**src/cpu_isa_pkg.sv**
```systemverilog
package cpu_isa_pkg;

  typedef logic [31:0] word_t;      // data or byte address
  typedef logic [4:0]  reg_addr_t;  // x0..x31
  typedef logic [2:0]  funct3_t;

  // major opcodes of the supported RV32I subset
  typedef enum logic [6:0] {
    opc_op     = 7'b0110011,
    opc_op_imm = 7'b0010011,
    opc_load   = 7'b0000011,
    opc_store  = 7'b0100011,
    opc_branch = 7'b1100011,
    opc_jal    = 7'b1101111,
    opc_jalr   = 7'b1100111,
    opc_lui    = 7'b0110111,
    opc_auipc  = 7'b0010111
  } opcode_e;

  // branch conditions
  localparam funct3_t f3_beq  = 3'b000;
  localparam funct3_t f3_bne  = 3'b001;
  localparam funct3_t f3_blt  = 3'b100;
  localparam funct3_t f3_bge  = 3'b101;
  localparam funct3_t f3_bltu = 3'b110;
  localparam funct3_t f3_bgeu = 3'b111;

  // load and store sizes
  localparam funct3_t f3_byte   = 3'b000;
  localparam funct3_t f3_half   = 3'b001;
  localparam funct3_t f3_word   = 3'b010;
  localparam funct3_t f3_byte_u = 3'b100;
  localparam funct3_t f3_half_u = 3'b101;

  localparam funct3_t f3_sr = 3'b101;  // srl / sra, bit 30 picks arithmetic

  localparam word_t nop_instr = 32'h0000_0013;  // addi x0, x0, 0

endpackage

```
**src/cpu_ctrl_pkg.sv**
```systemverilog
package cpu_ctrl_pkg;

  // low three bits follow funct3, bit 3 is instr[30]
  typedef enum logic [3:0] {
    alu_add    = 4'b0000,
    alu_sll    = 4'b0001,
    alu_slt    = 4'b0010,
    alu_sltu   = 4'b0011,
    alu_xor    = 4'b0100,
    alu_srl    = 4'b0101,
    alu_or     = 4'b0110,
    alu_and    = 4'b0111,
    alu_sub    = 4'b1000,
    alu_sra    = 4'b1101,
    alu_pass_b = 4'b1111   // lui
  } alu_op_e;

  // execute result select
  typedef enum logic [1:0] {
    res_alu    = 2'd0,
    res_link   = 2'd1,  // pc + 4 for jal / jalr
    res_pc_imm = 2'd2   // auipc
  } res_sel_e;

  typedef logic [2:0] mem_size_t;  // funct3 of the load or store

endpackage

```
**src/instruction_execute_unit.sv**
```systemverilog
`timescale 1ns/1ns

module instruction_execute_unit import cpu_isa_pkg::*, cpu_ctrl_pkg::*;
(
  input  logic      clk,
  input  logic      rst_n,
  input  word_t     id_pc,
  input  word_t     id_rs1_data,
  input  word_t     id_rs2_data,
  input  word_t     id_imm,
  input  reg_addr_t id_rs1,
  input  reg_addr_t id_rs2,
  input  reg_addr_t id_rd,
  input  alu_op_e   id_alu_op,
  input  res_sel_e  id_res_sel,
  input  logic      id_src_b_imm,
  input  logic      id_src_a_pc,
  input  logic      id_branch,
  input  logic      id_jump,
  input  logic      id_jalr,
  input  funct3_t   id_funct3,
  input  logic      id_mem_rd,
  input  logic      id_mem_wr,
  input  logic      id_reg_we,
  input  logic      mem_fwd_we,
  input  reg_addr_t mem_fwd_addr,
  input  word_t     mem_fwd_data,
  input  logic      wb_en,
  input  reg_addr_t wb_addr,
  input  word_t     wb_data,
  output logic      redirect,
  output word_t     redirect_pc,
  output word_t     ex_result,
  output word_t     ex_store_data,
  output reg_addr_t ex_rd,
  output logic      ex_reg_we,
  output logic      ex_mem_rd,
  output logic      ex_mem_wr,
  output mem_size_t ex_size
);

  word_t op_a, op_b, alu_b, alu_out, target, result;
  logic  take;

  // youngest producer wins
  assign op_a = (mem_fwd_we && mem_fwd_addr == id_rs1) ? mem_fwd_data :
                (wb_en && wb_addr == id_rs1)           ? wb_data : id_rs1_data;
  assign op_b = (mem_fwd_we && mem_fwd_addr == id_rs2) ? mem_fwd_data :
                (wb_en && wb_addr == id_rs2)           ? wb_data : id_rs2_data;

  assign alu_b = id_src_b_imm ? id_imm : op_b;

  always_comb
  begin
    case (id_alu_op)
      alu_sub:    alu_out = op_a - alu_b;
      alu_sll:    alu_out = op_a << alu_b[4:0];
      alu_slt:    alu_out = {31'b0, $signed(op_a) < $signed(alu_b)};
      alu_sltu:   alu_out = {31'b0, op_a < alu_b};
      alu_xor:    alu_out = op_a ^ alu_b;
      alu_srl:    alu_out = op_a >> alu_b[4:0];
      alu_sra:    alu_out = $signed(op_a) >>> alu_b[4:0];
      alu_or:     alu_out = op_a | alu_b;
      alu_and:    alu_out = op_a & alu_b;
      alu_pass_b: alu_out = alu_b;
      default:    alu_out = op_a + alu_b;
    endcase
  end

  always_comb
  begin
    case (id_funct3)
      f3_beq:  take = op_a == op_b;
      f3_bne:  take = op_a != op_b;
      f3_blt:  take = $signed(op_a) < $signed(op_b);
      f3_bge:  take = $signed(op_a) >= $signed(op_b);
      f3_bltu: take = op_a < op_b;
      f3_bgeu: take = op_a >= op_b;
      default: take = 1'b0;
    endcase
  end

  assign target      = (id_src_a_pc ? id_pc : op_a) + id_imm;  // also the auipc result
  assign redirect    = id_jump || (id_branch && take);
  assign redirect_pc = id_jalr ? {target[31:1], 1'b0} : target;

  always_comb
  begin
    case (id_res_sel)
      res_link:   result = id_pc + 32'd4;
      res_pc_imm: result = target;
      default:    result = alu_out;
    endcase
  end

  // EX/MEM
  always_ff @(posedge clk)
  begin
    if (!rst_n)
      {ex_reg_we, ex_mem_rd, ex_mem_wr} <= '0;
    else
      {ex_reg_we, ex_mem_rd, ex_mem_wr} <= {id_reg_we, id_mem_rd, id_mem_wr};
  end

  always_ff @(posedge clk)
  begin
    ex_result     <= result;
    ex_store_data <= op_b;
    ex_rd         <= id_rd;
    ex_size       <= id_funct3;
  end

endmodule

```
**config.mk**
```make
export PLATFORM = sky130hd
export DESIGN_NAME = instruction_execute_unit
export DESIGN_NICKNAME = d
export VERILOG_FILES = /design/src/cpu_isa_pkg.sv /design/src/cpu_ctrl_pkg.sv /design/src/instruction_execute_unit.sv
export SDC_FILE = /design/constraint.sdc
export NUM_CORES = 1
export LEC_CHECK = 0
export ABC_CLOCK_PERIOD_IN_PS = 7200
export BUFFER_PORTS_ARGS = -buffer_cell sky130_fd_sc_hd__clkbuf_2
export CORE_MARGIN = 3
export CORE_UTILIZATION = 40
export DETAILED_ROUTE_END_ITERATION = 6
export PLACE_DENSITY = 0.67
export SLEW_MARGIN = 25
export SYNTH_ARGS = -nofsm -noshare
export SYNTH_HDL_FRONTEND = slang
export SYNTH_SLANG_ARGS = --single-unit
```
**constraint.sdc**
```tcl
create_clock -name clk -period 7.2 [get_ports clk]
set_input_delay 0.72 -clock clk [delete_from_list [all_inputs] [get_ports clk]]
set_output_delay 0.72 -clock clk [all_outputs]
set_load 0.01 [all_outputs]
```
; Word-level counts from Yosys, hierarchy flattened
; Cells that the tools add are included.
[word_totals]
ff_bits = 75
in_bits = 238
output_inout_bits = 108
word_cells = 63
[classes]
addsub = 4
n_lt_le_gt_ge = 6
n_eq_ne = 23
shift = 3
mux = 10
n_bitwise = 3
n_reduce_logical = 7
[op_table]
columns = operator, n
row1 = $pmux W32 S10, 1
row2 = $mux W32, 6
row3 = $lt A32 B32 Y1, 4
row4 = $add A32 B32 Y32, 2
row5 = $ge A32 B32 Y1, 2
row6 = $pmux W32 S2, 1
row7 = $add A32 B3 Y32 const B, 1
row8 = $and A32 B32 Y32, 1
row9 = $eq A32 B32 Y1, 1
row10 = $ne A32 B32 Y1, 1
row11 = $or A32 B32 Y32, 1
row12 = $shl A32 B5 Y32, 1
row13 = $shr A32 B5 Y32, 1
row14 = $sshr A32 B5 Y32, 1
row15 = $sub A32 B32 Y32, 1
row16 = $xor A32 B32 Y32, 1
row17 = $eq A5 B5 Y1, 4
row18 = $eq A4 B3 Y1 const B, 4
row19 = $eq A3 B3 Y1 const B, 4
row20 = $eq A4 B4 Y1 const B, 3
row21 = $eq A4 B2 Y1 const B, 2
row22 = $pmux W1 S6, 1
row23 = $logic_and A1 B1 Y1, 5
row24 = $eq A4 B1 Y1 const B, 1
row25 = 6 further kinds, 6

; Depth between registers and ports, before layout
[depth]
word_depth = 8
mapped_depth = 23

; Least setup slack after synthesis
; No wires, ideal clock.
[synth_timing]
path_kind = input to output
from = input mem_fwd_addr[0]
to = output redirect_pc[28]
t_arrival_ns = 4.517
t_required_ns = 6.480
path_slack_ns = 1.963
cell_stages = 20
path_buffers = 2
cell_sequence = xnor2_1 nand4_1 or2_1 buf_6 buf_6 a31oi_2 inv_1 o21ai_0 ha_1 and3_1 and4_1 a221oi_1 o21ai_0 o21ai_1 a21boi_1 o311a_1 o41ai_4 o21bai_1 a21oi_1 xnor2_1
[synth_between]
elab_chain_cells = 5
[synth_lines]
columns = item, line_no
row1 = from (decl), instruction_execute_unit.sv:26  ; input reg_addr_t mem_fwd_addr,
row2 = $eq A5 B5 Y1, instruction_execute_unit.sv:46  ; assign op_a = (mem_fwd_we && mem_fwd_addr == id_rs1) ? mem_fwd_data :
row3 = $logic_and A1 B1 Y1, instruction_execute_unit.sv:46
row4 = $mux W32, instruction_execute_unit.sv:46
row5 = $mux W32, instruction_execute_unit.sv:83  ; assign target = (id_src_a_pc ? id_pc : op_a) + id_imm;
row6 = $add A32 B32 Y32, instruction_execute_unit.sv:83
row7 = to (decl), instruction_execute_unit.sv:32  ; output word_t redirect_pc,
; No other way between the ends.

; Worst setup path in the final report
[layout_timing]
from = input wb_addr[3]
to = output redirect_pc[30]
[layout_between]
elab_chain_cells = 6
[layout_lines]
columns = item, line_no
row1 = from (decl), instruction_execute_unit.sv:29  ; input reg_addr_t wb_addr,
row2 = $eq A5 B5 Y1, instruction_execute_unit.sv:47  ; (wb_en && wb_addr == id_rs1) ? wb_data : id_rs1_data;
row3 = $logic_and A1 B1 Y1, instruction_execute_unit.sv:47
row4 = $mux W32, instruction_execute_unit.sv:47
row5 = $mux W32, instruction_execute_unit.sv:46
row6 = $mux W32, instruction_execute_unit.sv:83
row7 = $add A32 B32 Y32, instruction_execute_unit.sv:83
; No other way between the ends.

==> run_summary.xml <==
<?xml version="1.0" encoding="UTF-8"?>
<metrics>
  <group name="clock_network">
    <metric name="tritoncts_num_sinks" unit="">75</metric>
    <metric name="clockRootBuffer" unit="">clkbuf_16</metric>
    <metric name="clock_tree.buffer_depth" unit="">2</metric>
    <metric name="cts.repair_timing.setup_buffer_count" unit="">0</metric>
    <metric name="numCtsBuffers" unit="">9</metric>
    <metric name="clock_tree_from_tritoncts" unit="">built</metric>
    <metric name="cts_repair_resize_count" unit="">0</metric>
    <metric name="clk_pin_slew" unit="ns">0.08</metric>
    <metric name="htreeDepth" unit="">3</metric>
    <metric name="hold_buffers" unit="">0</metric>
  </group>
  <group name="worst_setup_path">
    <metric name="worstSetupEndpointType" unit="">output pin</metric>
    <metric name="worst_setup_path_start_kind" unit="">input port</metric>
    <metric name="timing.critical_path.required" unit="ns">6.48</metric>
    <metric name="crit_type" unit="">input port to output pin</metric>
    <metric name="path_max_fanout" unit="">30</metric>
    <metric name="worst_ep_arrival_time" unit="ns">5.89</metric>
  </group>
  <group name="power_and_ir_drop">
    <metric name="power.density" unit="nW/um2">165</metric>
    <metric name="ir_drop" unit="mV">0.133</metric>
    <metric name="total_leakage_power" unit="nW">8.42</metric>
  </group>
  <group name="global_route">
    <metric name="maximum_number_of_pins_on_one_net_before_global_route_repair" unit="">57</metric>
    <metric name="via_count_of_the_first_global_routing_pass" unit="">21400</metric>
    <metric name="grt_usage" unit="">0.465</metric>
    <metric name="grt_antenna_before_repair" unit="">6</metric>
    <metric name="grt_overflow" unit="">0</metric>
    <metric name="grt_pass1_wl" unit="mm">151</metric>
  </group>
  <group name="logic_synthesis">
    <metric name="synth.yosys.seq_area_share" unit="">0.0884</metric>
    <metric name="synthCells" unit="">2431</metric>
    <metric name="synth_commonest_cells" unit="">243 x nand2_1, 195 x a21oi_1, 190 x o21ai_0</metric>
    <metric name="synthesis.nets" unit="">2834</metric>
    <metric name="asyncSetResetFlopFracSynth" unit="">0</metric>
    <metric name="synth.area.top_cells" unit="">ha_1 12%, dfxtp_1 8.8%, a21oi_1 5.7%, o21ai_0 5.6%, nand2_1 5.4%</metric>
    <metric name="netlist-cell-type-count" unit="">120</metric>
    <metric name="post_synth_instance_area" unit="um2">17000</metric>
    <metric name="post_synth.cell_area_avg" unit="um2">6.98</metric>
    <metric name="ys.flop_type" unit="">dfxtp_1</metric>
    <metric name="post-synth-top-count-cell" unit="">nand2_1</metric>
    <metric name="synth.top_cell.area_share" unit="">0.119</metric>
    <metric name="synth_edf_count" unit="">0</metric>
    <metric name="synth-warning-count" unit="">0</metric>
    <metric name="flops_latches_synth" unit="">75</metric>
    <metric name="yosysTopAreaCell" unit="">ha_1</metric>
  </group>
  <group name="route">
    <metric name="drc" unit="">0</metric>
    <metric name="drt-initial-drc-count" unit="">3043</metric>
    <metric name="final_antenna_net_count" unit="">0</metric>
    <metric name="vias_per_cell" unit="">6.98</metric>
    <metric name="num_vias" unit="">22680</metric>
    <metric name="drt_first_pass_iters" unit="">6</metric>
    <metric name="wl_per_cell" unit="um">33.5</metric>
    <metric name="wirelength_routed" unit="mm">109</metric>
  </group>
  <group name="cells_and_area">
    <metric name="area_growth_syn_to_layout" unit="%">14.9</metric>
    <metric name="nNetsFinal" unit="">3112</metric>
    <metric name="ff_latch_area" unit="um2">1500</metric>
    <metric name="design_area_final" unit="um2">19500</metric>
    <metric name="multi_input_area" unit="um2">14100</metric>
    <metric name="drive_above_1_share" unit="">0.215</metric>
    <metric name="fillers" unit="">4354</metric>
  </group>
  <group name="timing">
    <metric name="final_critical_period" unit="ns">6.61</metric>
    <metric name="worst_slew_pin_slew" unit="ns">1.18</metric>
    <metric name="number_of_failing_hold_endpoints_at_the_final_stage" unit="">0</metric>
    <metric name="report.final.slew_viol_count" unit="">0</metric>
    <metric name="tns" unit="ns">0</metric>
    <metric name="timing.fmax" unit="GHz">0.151</metric>
    <metric name="max_slew_margin" unit="">0.208</metric>
    <metric name="setup_repair_after_global_routing_missed_its_margin" unit="">no</metric>
    <metric name="period_share" unit="">0.918</metric>
    <metric name="finalSetupViolCount" unit="">0</metric>
  </group>
  <group name="job">
    <metric name="maxCapViolations" unit="">0</metric>
  </group>
  <group name="floorplan">
    <metric name="core" unit="um2">41400</metric>
    <metric name="fp.dieH" unit="um">212</metric>
    <metric name="row_count" unit="">74</metric>
    <metric name="die-area" unit="um2">45000</metric>
    <metric name="effective_utilization_at_floorplan" unit="">0.410</metric>
    <metric name="die_width" unit="um">212</metric>
    <metric name="pin_count" unit="">346</metric>
  </group>
  <group name="placement">
    <metric name="dp_hpwl" unit="mm">87.6</metric>
    <metric name="placement.cell_area" unit="um2">19200</metric>
    <metric name="routabilityCongestion" unit="">1.08</metric>
    <metric name="io_buffer_count" unit="">345</metric>
  </group>
  <group name="worst_hold_path">
    <metric name="tightest_hold_check_type" unit="">input port to register</metric>
  </group>
  <group name="status">
    <metric name="status" unit="">complete, no violations</metric>
  </group>
</metrics>
==> path summary, 6_finish.rpt <==
check | start | end | cells after the start
setup / recovery | wb_addr[3] | redirect_pc[30] | 21
hold / removal | id_rd[2] | ex_rd[2] | 1
==> layout by cell type (no fill, tap or decap), types with 35 or more instances in the layout <==
cell type  count
a21oi_1      195
nor2_1       176
ha_1         162
xnor2_1       78
o22ai_1       35
nor3_1        92
a211oi_1      37
dfxtp_1       75
a221oi_1      46
o21ai_0      190
nand3_1       83
inv_1        137
buf_4         89
mux2i_1       71
nand2_1      243
clkbuf_2     345
==> logic make-up after synthesis <==
family,Yosys count,synth area share
xor gates and xnor gates,107,0.0552
DFF,75,0.0884
muxes,85,0.0543
buffers and inverters,317,0.0858
and+or+nand+nor,789,0.225
adders and majority gates,165,0.123
AOI/OAI and AO/OA,893,0.368
==> routing by layer <==
| metal | vias to the layer above | track usage | share of wire |
|---|---|---|---|
| met2 | 1889 | 0.691 | 0.41 |
| li1 | 9639 | - | - |
| met5 | - | 0 | 0.00038 |
| met3 | 447 | 0.135 | 0.13 |
| met4 | 6 | 0.393 | 0.11 |
| met1 | 10699 | 0.551 | 0.36 |
==> final cells by class <==
cell class              count  share of cell area
repair buffers            435               0.123
flip-flops and latches     75              0.0770
clock buffers              10              0.0123
inverters                 149              0.0289
well taps                 532              0.0341
multi-input cells        2039               0.722
clock inverters             6             0.00244
diodes                      1            0.000128
==> worst max-delay path, cell delays in order <==
cell      delay [ns]
clkbuf_2        0.12
xnor2_1         0.23
and4_1          0.36
buf_4           0.35
nand3_1         0.14
a31oi_2         0.40
inv_1           0.26
o21ai_0         0.28
inv_1           0.09
fa_1            0.41
nor2b_1         0.12
o21a_1          0.13
o21ai_0         0.15
a211oi_1        0.59
o21ai_1         0.27
a21boi_1        0.28
o311a_1         0.30
o41ai_4         0.13
o21ai_0         0.23
xor2_1          0.18
clkbuf_2        0.15
==> metrics by stage <==
stage / cells / total power, W / utilization / worst slack [ns] / hold WS [ns]
2_1_floorplan: 2431 / 0.00178 / - / 1.96 / 0.748
3_3_place_gp: 3229 / 0.00264 / 0.463 / 0.713 / 0.824
3_5_place_dp: 3230 / 0.00263 / 0.464 / 0.697 / 0.827
4_1_cts: 3246 / 0.00312 / 0.471 / 0.752 / 0.412
5_1_grt: 3246 / 0.00333 / 0.471 / 0.309 / 0.414
6_report: 3247 / 0.00323 / 0.471 / 0.590 / 0.418
==> registers in the layout (all words and copies together), names as in the netlist <==
| name | count |
|---|---|
| ex_size | 3 |
| ex_mem_wr | 1 |
| ex_mem_rd | 1 |
| ex_rd | 5 |
| ex_result | 32 |
| ex_reg_we | 1 |
| ex_store_data | 32 |
==> report_power, final <==
part	internal (W)	leakage (nW)	switching, W
registers	0.000472	0.632	0.0000183
clock network	0.000245	0.128	0.000245
logic	0.000717	7.66	0.00153
total	0.00143	8.42	0.00179
No activity file was read; power rests on OpenSTA's default activity.
