<file path="config.mk">
export PLATFORM = sky130hd
export DESIGN_NAME = instruction_decode_unit
export DESIGN_NICKNAME = d
export VERILOG_FILES = /design/src/cpu_isa_pkg.sv /design/src/cpu_ctrl_pkg.sv /design/src/reg_file.sv /design/src/instruction_decode_unit.sv
export SDC_FILE = /design/constraint.sdc
export NUM_CORES = 2
export LEC_CHECK = 0
export BUFFER_PORTS_ARGS = -buffer_cell sky130_fd_sc_hd__buf_4
export CAP_MARGIN = 5
export CORE_AREA = 5 5 393 395
export CTS_CLUSTER_SIZE = 25
export DETAILED_ROUTE_END_ITERATION = 12
export DIE_AREA = 0 0 398 400
export PLACE_DENSITY = 0.54
export SLEW_MARGIN = 20
export SYNTH_ARGS = -nofsm -noshare
export SYNTH_HDL_FRONTEND = slang
export SYNTH_HIERARCHICAL = 1
export SYNTH_SLANG_ARGS = --single-unit
</file>
<file path="constraint.sdc">
create_clock -name clk -period 6.1 [get_ports clk]
set_clock_uncertainty 0.15 [all_clocks]
set_input_delay 1.22 -clock clk [delete_from_list [all_inputs] [get_ports clk]]
set_output_delay 1.22 -clock clk [all_outputs]
set_load 0.01 [all_outputs]
</file>
<file path="src/cpu_isa_pkg.sv">
package cpu_isa_pkg;

  typedef logic [31:0] word_t;      // data or byte address
  typedef logic [4:0]  reg_addr_t;  // x0..x31
  typedef logic [2:0]  funct3_t;

  // major opcodes of the supported RV32I subset
  typedef enum logic [6:0] {
    opc_op     = 7'b0110011,
    opc_op_imm = 7'b0010011,
    opc_load   = 7'b0000011,
    opc_store  = 7'b0100011,
    opc_branch = 7'b1100011,
    opc_jal    = 7'b1101111,
    opc_jalr   = 7'b1100111,
    opc_lui    = 7'b0110111,
    opc_auipc  = 7'b0010111
  } opcode_e;

  // branch conditions
  localparam funct3_t f3_beq  = 3'b000;
  localparam funct3_t f3_bne  = 3'b001;
  localparam funct3_t f3_blt  = 3'b100;
  localparam funct3_t f3_bge  = 3'b101;
  localparam funct3_t f3_bltu = 3'b110;
  localparam funct3_t f3_bgeu = 3'b111;

  // load and store sizes
  localparam funct3_t f3_byte   = 3'b000;
  localparam funct3_t f3_half   = 3'b001;
  localparam funct3_t f3_word   = 3'b010;
  localparam funct3_t f3_byte_u = 3'b100;
  localparam funct3_t f3_half_u = 3'b101;

  localparam funct3_t f3_sr = 3'b101;  // srl / sra, bit 30 picks arithmetic

  localparam word_t nop_instr = 32'h0000_0013;  // addi x0, x0, 0

endpackage

</file>
<file path="src/cpu_ctrl_pkg.sv">
package cpu_ctrl_pkg;

  // low three bits follow funct3, bit 3 is instr[30]
  typedef enum logic [3:0] {
    alu_add    = 4'b0000,
    alu_sll    = 4'b0001,
    alu_slt    = 4'b0010,
    alu_sltu   = 4'b0011,
    alu_xor    = 4'b0100,
    alu_srl    = 4'b0101,
    alu_or     = 4'b0110,
    alu_and    = 4'b0111,
    alu_sub    = 4'b1000,
    alu_sra    = 4'b1101,
    alu_pass_b = 4'b1111   // lui
  } alu_op_e;

  // execute result select
  typedef enum logic [1:0] {
    res_alu    = 2'd0,
    res_link   = 2'd1,  // pc + 4 for jal / jalr
    res_pc_imm = 2'd2   // auipc
  } res_sel_e;

  typedef logic [2:0] mem_size_t;  // funct3 of the load or store

endpackage

</file>
<file path="src/reg_file.sv">
`timescale 1ns/1ns

module reg_file import cpu_isa_pkg::*;
(
  input  logic      clk,
  input  logic      rst_n,
  input  reg_addr_t rs1_addr,
  input  reg_addr_t rs2_addr,
  input  logic      we,
  input  reg_addr_t wr_addr,
  input  word_t     wr_data,
  output word_t     rs1_data,
  output word_t     rs2_data
);

  word_t regs [1:31];  // x0 is not stored

  always_ff @(posedge clk)
  begin
    if (!rst_n)
    begin
      for (int i = 1; i < 32; i++)
        regs[i] <= '0;
    end
    else if (we && wr_addr != '0)
      regs[wr_addr] <= wr_data;
  end

  // write-through so decode sees the value retiring this cycle
  assign rs1_data = (rs1_addr == '0)                  ? '0 :
                    (we && wr_addr == rs1_addr)       ? wr_data :
                                                        regs[rs1_addr];

  assign rs2_data = (rs2_addr == '0)                  ? '0 :
                    (we && wr_addr == rs2_addr)       ? wr_data :
                                                        regs[rs2_addr];

endmodule

</file>
<file path="src/instruction_decode_unit.sv">
`timescale 1ns/1ns

module instruction_decode_unit import cpu_isa_pkg::*, cpu_ctrl_pkg::*;
(
  input  logic      clk,
  input  logic      rst_n,
  input  word_t     if_pc,
  input  word_t     if_instr,
  input  logic      redirect,
  input  logic      mem_rd_valid,
  input  reg_addr_t mem_rd_addr,
  input  logic      mem_rd_is_load,
  input  word_t     mem_result,
  input  word_t     mem_load_data,
  output logic      stall,
  output word_t     id_pc,
  output word_t     id_rs1_data,
  output word_t     id_rs2_data,
  output word_t     id_imm,
  output reg_addr_t id_rs1,
  output reg_addr_t id_rs2,
  output reg_addr_t id_rd,
  output alu_op_e   id_alu_op,
  output res_sel_e  id_res_sel,
  output logic      id_src_b_imm,
  output logic      id_src_a_pc,
  output logic      id_branch,
  output logic      id_jump,
  output logic      id_jalr,
  output funct3_t   id_funct3,
  output logic      id_mem_rd,
  output logic      id_mem_wr,
  output logic      id_reg_we,
  output reg_addr_t ex_is_load_rd,
  output logic      wb_en,
  output reg_addr_t wb_addr,
  output word_t     wb_data
);

  opcode_e   opcode;
  funct3_t   f3;
  reg_addr_t rs1, rs2, rd;
  word_t     rs1_val, rs2_val, imm;
  alu_op_e   alu_op;
  res_sel_e  res_sel;
  logic      src_b_imm, src_a_pc, branch, jump, jalr, mem_rd, mem_wr, reg_we;

  assign opcode = opcode_e'(if_instr[6:0]);
  assign f3     = if_instr[14:12];
  assign rd     = if_instr[11:7];
  assign rs1    = if_instr[19:15];
  assign rs2    = if_instr[24:20];

  // write-back select, also the trace
  assign wb_en   = mem_rd_valid;
  assign wb_addr = mem_rd_addr;
  assign wb_data = mem_rd_is_load ? mem_load_data : mem_result;

  reg_file u_reg_file (
    .clk(clk), .rst_n(rst_n),
    .rs1_addr(rs1), .rs2_addr(rs2),
    .we(wb_en), .wr_addr(wb_addr), .wr_data(wb_data),
    .rs1_data(rs1_val), .rs2_data(rs2_val)
  );

  always_comb
  begin
    alu_op    = alu_add;
    res_sel   = res_alu;
    src_b_imm = 1'b1;
    src_a_pc  = 1'b0;
    {branch, jump, jalr, mem_rd, mem_wr, reg_we} = '0;
    imm = {{20{if_instr[31]}}, if_instr[31:20]};  // I format
    case (opcode)
      opc_op:
      begin
        alu_op    = alu_op_e'({if_instr[30], f3});
        src_b_imm = 1'b0;
        reg_we    = 1'b1;
      end
      opc_op_imm:
      begin
        alu_op = alu_op_e'({if_instr[30] && f3 == f3_sr, f3});  // only srai uses bit 30
        reg_we = 1'b1;
      end
      opc_load:
      begin
        mem_rd = 1'b1;
        reg_we = 1'b1;
      end
      opc_store:
      begin
        mem_wr = 1'b1;
        imm    = {{20{if_instr[31]}}, if_instr[31:25], if_instr[11:7]};
      end
      opc_branch:
      begin
        branch    = 1'b1;
        src_a_pc  = 1'b1;
        src_b_imm = 1'b0;  // compare rs1 with rs2
        imm = {{19{if_instr[31]}}, if_instr[31], if_instr[7], if_instr[30:25],
               if_instr[11:8], 1'b0};
      end
      opc_jal:
      begin
        jump     = 1'b1;
        src_a_pc = 1'b1;
        res_sel  = res_link;
        reg_we   = 1'b1;
        imm = {{11{if_instr[31]}}, if_instr[31], if_instr[19:12], if_instr[20],
               if_instr[30:21], 1'b0};
      end
      opc_jalr:
      begin
        jump    = 1'b1;
        jalr    = 1'b1;
        res_sel = res_link;
        reg_we  = 1'b1;
      end
      opc_lui:
      begin
        alu_op = alu_pass_b;
        reg_we = 1'b1;
        imm    = {if_instr[31:12], 12'b0};
      end
      opc_auipc:
      begin
        src_a_pc = 1'b1;
        res_sel  = res_pc_imm;
        reg_we   = 1'b1;
        imm      = {if_instr[31:12], 12'b0};
      end
      default: ;
    endcase
    if (rd == '0)
      reg_we = 1'b0;  // x0 writes dropped here
  end

  // load in execute feeding the instruction in decode
  assign ex_is_load_rd = (id_mem_rd && id_reg_we) ? id_rd : '0;
  assign stall = (ex_is_load_rd != '0) && (ex_is_load_rd == rs1 || ex_is_load_rd == rs2);

  // ID/EX control, bubble on stall or flush
  always_ff @(posedge clk)
  begin
    if (!rst_n || stall || redirect)
      {id_branch, id_jump, id_mem_rd, id_mem_wr, id_reg_we} <= '0;
    else
      {id_branch, id_jump, id_mem_rd, id_mem_wr, id_reg_we} <=
        {branch, jump, mem_rd, mem_wr, reg_we};
  end

  // ID/EX payload
  always_ff @(posedge clk)
  begin
    id_pc        <= if_pc;
    id_rs1_data  <= rs1_val;
    id_rs2_data  <= rs2_val;
    id_imm       <= imm;
    id_rs1       <= rs1;
    id_rs2       <= rs2;
    id_rd        <= rd;
    id_alu_op    <= alu_op;
    id_res_sel   <= res_sel;
    id_src_b_imm <= src_b_imm;
    id_src_a_pc  <= src_a_pc;
    id_jalr      <= jalr;
    id_funct3    <= f3;
  end

endmodule

</file>
Word-level counts from Yosys, hierarchy flattened
Memories as Yosys holds them, arrays and structs flattened.
Index checks and enable logic that the tools add are counted.
{"block": "op_classes", "n_eq_ne": 14, "mux": 22, "n_reduce_logical": 22}
{"op": "$mux W32", "count": 4}
{"op": "$pmux W31 S4", "count": 1}
{"op": "$reduce_or A32 Y1", "count": 1}
{"op": "$eq A7 B6 Y1 const B", "count": 3}
{"op": "$eq A7 B7 Y1 const B", "count": 3}
{"op": "$eq A5 B5 Y1", "count": 4}
{"op": "$logic_not A5 Y1", "count": 3}
{"op": "$eq A7 B5 Y1 const B", "count": 2}
{"op": "$mux W1", "count": 13}
{"op": "$pmux W4 S3", "count": 1}
{"op": "$mux W5", "count": 2}
{"op": "$reduce_bool A5 Y1", "count": 2}
{"op": "$reduce_or A2 Y1", "count": 4}
{"op": "$eq A7 B2 Y1 const B", "count": 1}
{"op": "$reduce_or A7 Y1", "count": 1}
{"op": "$logic_and A1 B1 Y1", "count": 6}
{"op": "$pmux W2 S2", "count": 1}
{"op": "$eq A3 B3 Y1 const B", "count": 1}
{"op": "$logic_or A1 B1 Y1", "count": 3}
{"op": "$reduce_or A3 Y1", "count": 1}
{"op": "$logic_not A1 Y1", "count": 1}
{"block": "word_totals", "regBits": 160, "ram_bits": 992, "in_bits": 138, "elab_cells": 77, "mem_count": 1}
{"memory": "u_reg_file.regs", "words": 31, "width": 32, "rd": 2, "rd_ports_with_merged_regs": 0, "wr": 31, "line_no": "reg_file.sv:16", "source": "word_t regs [1:31];"}

Longest topological paths before layout
{"block": "logic_depth", "ltp_word": 8, "depth_mapped": 10, "ltp_nobuf": 5}

Cells and area by module
Netlist, hierarchy kept.
{"module": "reg_file", "n_inst": 1, "cells_each": 3816, "area_per_inst_um2": 55353.1, "seq_area_each_um2": 30749.5}
{"module": "instruction_decode_unit", "n_inst": 1, "cells_each": 325, "area_per_inst_um2": 4359.2, "seq_area_each_um2": 3203.1}

Worst setup path after synthesis
OpenSTA, ideal clock, no wires.
{"block": "synth_timing", "path_type": "input to register", "start": "in mem_rd_addr[3]", "end": "mem u_reg_file/regs[7][0] (netlist name) (enable)", "setup_ns": 0.466, "arrival_time_ns": 4.312, "path_slack_ns": 1.172, "stages": 4, "path_buffers": 2, "cell_sequence": "buf_2 or3b_2 clkbuf_1 o21ai_0"}
{"element": "from (decl)", "line_no": "instruction_decode_unit.sv:11", "source": "input reg_addr_t mem_rd_addr,"}
{"element": "to (decl)", "line_no": "reg_file.sv:16"}

Worst setup path in the final report
{"block": "layout_timing", "start": "in if_instr[15]", "end": "out stall"}
{"block": "layout_via", "elab_chain_cells": 3}
{"element": "from (decl)", "line_no": "instruction_decode_unit.sv:8", "source": "input word_t if_instr,"}
{"element": "$eq A5 B5 Y1", "line_no": "instruction_decode_unit.sv:141", "source": "assign stall = (ex_is_load_rd != '0) && (ex_is_load_rd == rs1 || ex_is_load_rd == rs2);"}
{"element": "$logic_or A1 B1 Y1", "line_no": "instruction_decode_unit.sv:141"}
{"element": "$logic_and A1 B1 Y1", "line_no": "instruction_decode_unit.sv:141"}
{"element": "to (decl)", "line_no": "instruction_decode_unit.sv:15", "source": "output logic stall,"}
Every way passes these cells.

==> metrics.md <==
| Metric | Value |
|---|---|
| Status | `finished, final reports clean` |
| Total die area | `around 0.16 mm^2` |
| Clock-pin slew on the worst setup and hold paths | `roughly 0.06 ns` |
| Fmax | `214 MHz` |
| Max IR drop VDD | `between 0.2 and 0.25 mV` |
| Crit. path cell count | `7` |
| First-pass GRT wire length | `~320 mm` |
| Startpoint Class | `input port` |
| Post-CTS setup buffers | `0` |
| Layout cells sized above 1 | `25.9%` |
| Final WS setup | `around 1.4 ns` |
| Most common cell after layout, fill and taps aside | `edfxtp_1` |
| Place WS | `around 1.4 ns` |
| CP Max Fanout | `40` |
| Std cell rows | `approximately 140` |
| Slowest stage cell, crit path | `nor4_1` |
| Post-CTS resize count | `0` |
| Core area | `~0.15 mm^2` |
| Ys flop type | `edfxtp_1` |
| Die X | `approximately 400 um` |
| CP endpoint kind | `primary output` |
| H-tree levels | `4` |
| Residual DRC | `0` |
| Critical Path AT | `3.31 ns` |
| DR iter-0 viols | `between 5,000 and 6,000` |
| Worst Path Buf+Inv | `3` |
| DR pass1 iterations | `8` |
| Vias after detailed routing | `slightly above 40,000` |
| Total wire length | `~240 mm` |
| Post-layout nets | `4,497` |
| Hold-fix buffers, CTS | `0` |
| Top cells by area, synth | `edfxtp_1 (51%), mux4_2 (13%), and2_1 (10%)` |
| Vias in the first global route | `between 30,000 and 40,000` |
| Die Ht | `roughly 400 um` |
| Most frequent cells in the layout | `edfxtp_1 (1,024), and2_1 (1,000), buf_4 (452)` |
| Critical Path, Cell by Cell | `buf_8, inv_1, a222oi_1, o221ai_1, nor4_1, or2_2, buf_4` |
| Via density | `between 6 and 7` |
| Sequential-to-total area share from yosys stat | `56.9%` |
| GRT Util Overall | `29.0%` |
| P per Cell Area | `roughly 300 mW/mm^2` |
| Largest area contributor in the netlist | `edfxtp_1` |
| HPWL Detailed | `roughly 140 mm` |
| Fin Setup TNS | `0 ns` |
| Port Buf Inserts | `between 300 and 400` |
| Warnings from Yosys | `6` |
| Tcrit/Tclk final | `approximately three quarters` |
| Synth Instances | `~4,100` |
| Register bit total from synthesis | `1,184` |
| Critical Path RT | `roughly 4.7 ns` |
| RSZ-0062 raised after global routing | `no` |
| Ys async rst share | `0%` |
| Hold path cells | `1` |
| Worst R2R Path Depth | `5` |
| I/O pin cnt | `around 340` |
| Initial antenna violation count | `21` |
| Clk_lat worst skew | `0.78 ns` |
| Routability Congestion | `approximately 0.83` |
| Slew Viols, Final | `0` |
| Root Buffer | `clkbuf_16` |
| Syn_area_per_cell | `~14 um^2` |
| Worst hold slack | `between 0.4 and 0.5 ns` |
| Largest net degree at the start of global routing | `92` |
| Overflow after GRT | `0` |
| Hold/Removal Path Class | `input port to flop` |
| Yosys top cell area share | `between 50% and 60%` |
| Core Util, Final | `46.0%` |
| Tmin final | `around 4.7 ns` |
| Count of different cell masters after synthesis | `67` |
| Area of the multi-input gates | `between 0.02 and 0.025 mm^2` |
| Hold Violations, Final | `0` |
| Filler instances | `approximately 13,000` |
| Pleak | `between 0.02 and 0.03 uW` |
| Num CTS Buffers | `139` |
| Largest stage delay, worst path | `roughly 0.7 ns` |
| CTS tree | `done` |
| Synthesis-to-layout area growth | `16.2%` |
| Largest delay share family, worst path | `simple AND/OR/NAND/NOR gates` |
| Worst Tran Pin Value | `~1.2 ns` |
| Sequential Area | `between 0.03 and 0.04 mm^2` |
| Synthesized area | `0.0597 mm^2` |
| CTS sink count | `about 1,200` |
| WS Path Type | `input port to primary output` |
| Post-DRT Antenna Nets | `0` |
| Slew margin rel. | `about 18%` |
| Setup violations, final | `0` |
| Initial Util | `39.6%` |
| Max-cap violations | `0` |
| EDFF count, synth | `1,024` |
| WL/cell | `about 36 um` |
| Max clock buf depth | `3` |
power by group:
part / internal (uW) / switching [uW] / total (uW)
registers: 9290 / 321 / 9610
clock network: 5010 / 3440 / 8450
logic: 1000 / 1510 / 2510
total: 15300 / 5270 / 20600
synthesized netlist by cell type (all sizes together) (3+ instances only):
library cell and instances:
edfxtp 1024, and2 1004, mux4 370, mux2i 328
clkbuf 281, dfxtp 160, buf 151, a22oi 105
nand2 105, o21ai 97, nor2 56, a21oi 55
mux2 44, o221ai 39, o22ai 37, a211oi 33
a32o 32, a221oi 22, a21o 19, o221a 19
nand3 17, xnor2 15, a2111oi 12, a22o 12
o211ai 12, a221o 11, and3 7, inv 7
nand3b 6, nor2b 6, nor4 5, nand2b 4
nor3 4, or2 4, or3 4, a211o 3
nand4 3, nor4b 3, or4 3, xor2 3
logic make-up (layout without fill, tap and decap cells):
| logic type | after synthesis | in the layout | share of synthesized area, % |
|---|---|---|---|
| compound gates | 518 | 518 | 6.36 |
| xor+xnor | 18 | 18 | 0.264 |
| buf+inv | 439 | 736 | 3.67 |
| flops | 1184 | 1184 | 56.9 |
| mux | 742 | 742 | 20.5 |
| other cells | 1 | 44 | 0.00628 |
| simple gates | 1239 | 1239 | 12.3 |
sequential cells by signal, summed over array words and instances, names as in the netlist, 2 cells and up:
register,count
id_alu_op,4
id_rs1,5
id_rs2,5
id_rs1_data,32
id_rs2_data,32
id_funct3,3
id_rd,5
id_pc,32
u_reg_file/regs,1024
id_res_sel,2
id_imm,32
final timing paths:
check                        end                    from  slack, ns
setup / recovery           stall            if_instr[15]       1.42
hold / removal         id_pc[14]               if_pc[14]       0.40
setup reg to reg  id_rs1_data[2]  u_reg_file/regs[29][2]       3.75
hold reg to reg        id_mem_wr               id_reg_we       0.57
final cells by class:
type / instances / area share (%)
inverters: 7 / 0.0379
multi-input cells: 2549 / 35.1
clock inverters: 55 / 0.752
diodes: 12 / 0.0433
flip-flops and latches: 1184 / 48.9
repair buffers: 478 / 5.62
well taps: 2030 / 3.66
clock buffers: 196 / 5.85
metal layers:
metal,track usage [%],up-vias,part of all wire [%]
met1,39.3,21000,40
met3,6.65,449,9.9
met5,0,-,0.0055
met2,45.7,2552,46
li1,-,16300,-
met4,11.0,2,4.0
worst reg2reg max path, delay by kind of cell, from the launching register on:
kind             cells  cell delay (ns)
multiplexers         2             1.03
AO/OA/AOI/OAI        2             0.46
flip-flops           1             0.41
AND/OR/NAND/NOR      1             0.12
metrics by stage:
| step | cells | total power, uW | area (um^2) |
|---|---|---|---|
| after floorplan | 4172 | 11000 | 59800 |
| after global placement | 6246 | 12200 | 64700 |
| after detailed placement | 6248 | 12200 | 64800 |
| after CTS | 6499 | 20700 | 69300 |
| after global routing | 6501 | 21200 | 69400 |
| final | 6511 | 20600 | 69400 |
No activity file was read; power rests on OpenSTA's default activity.
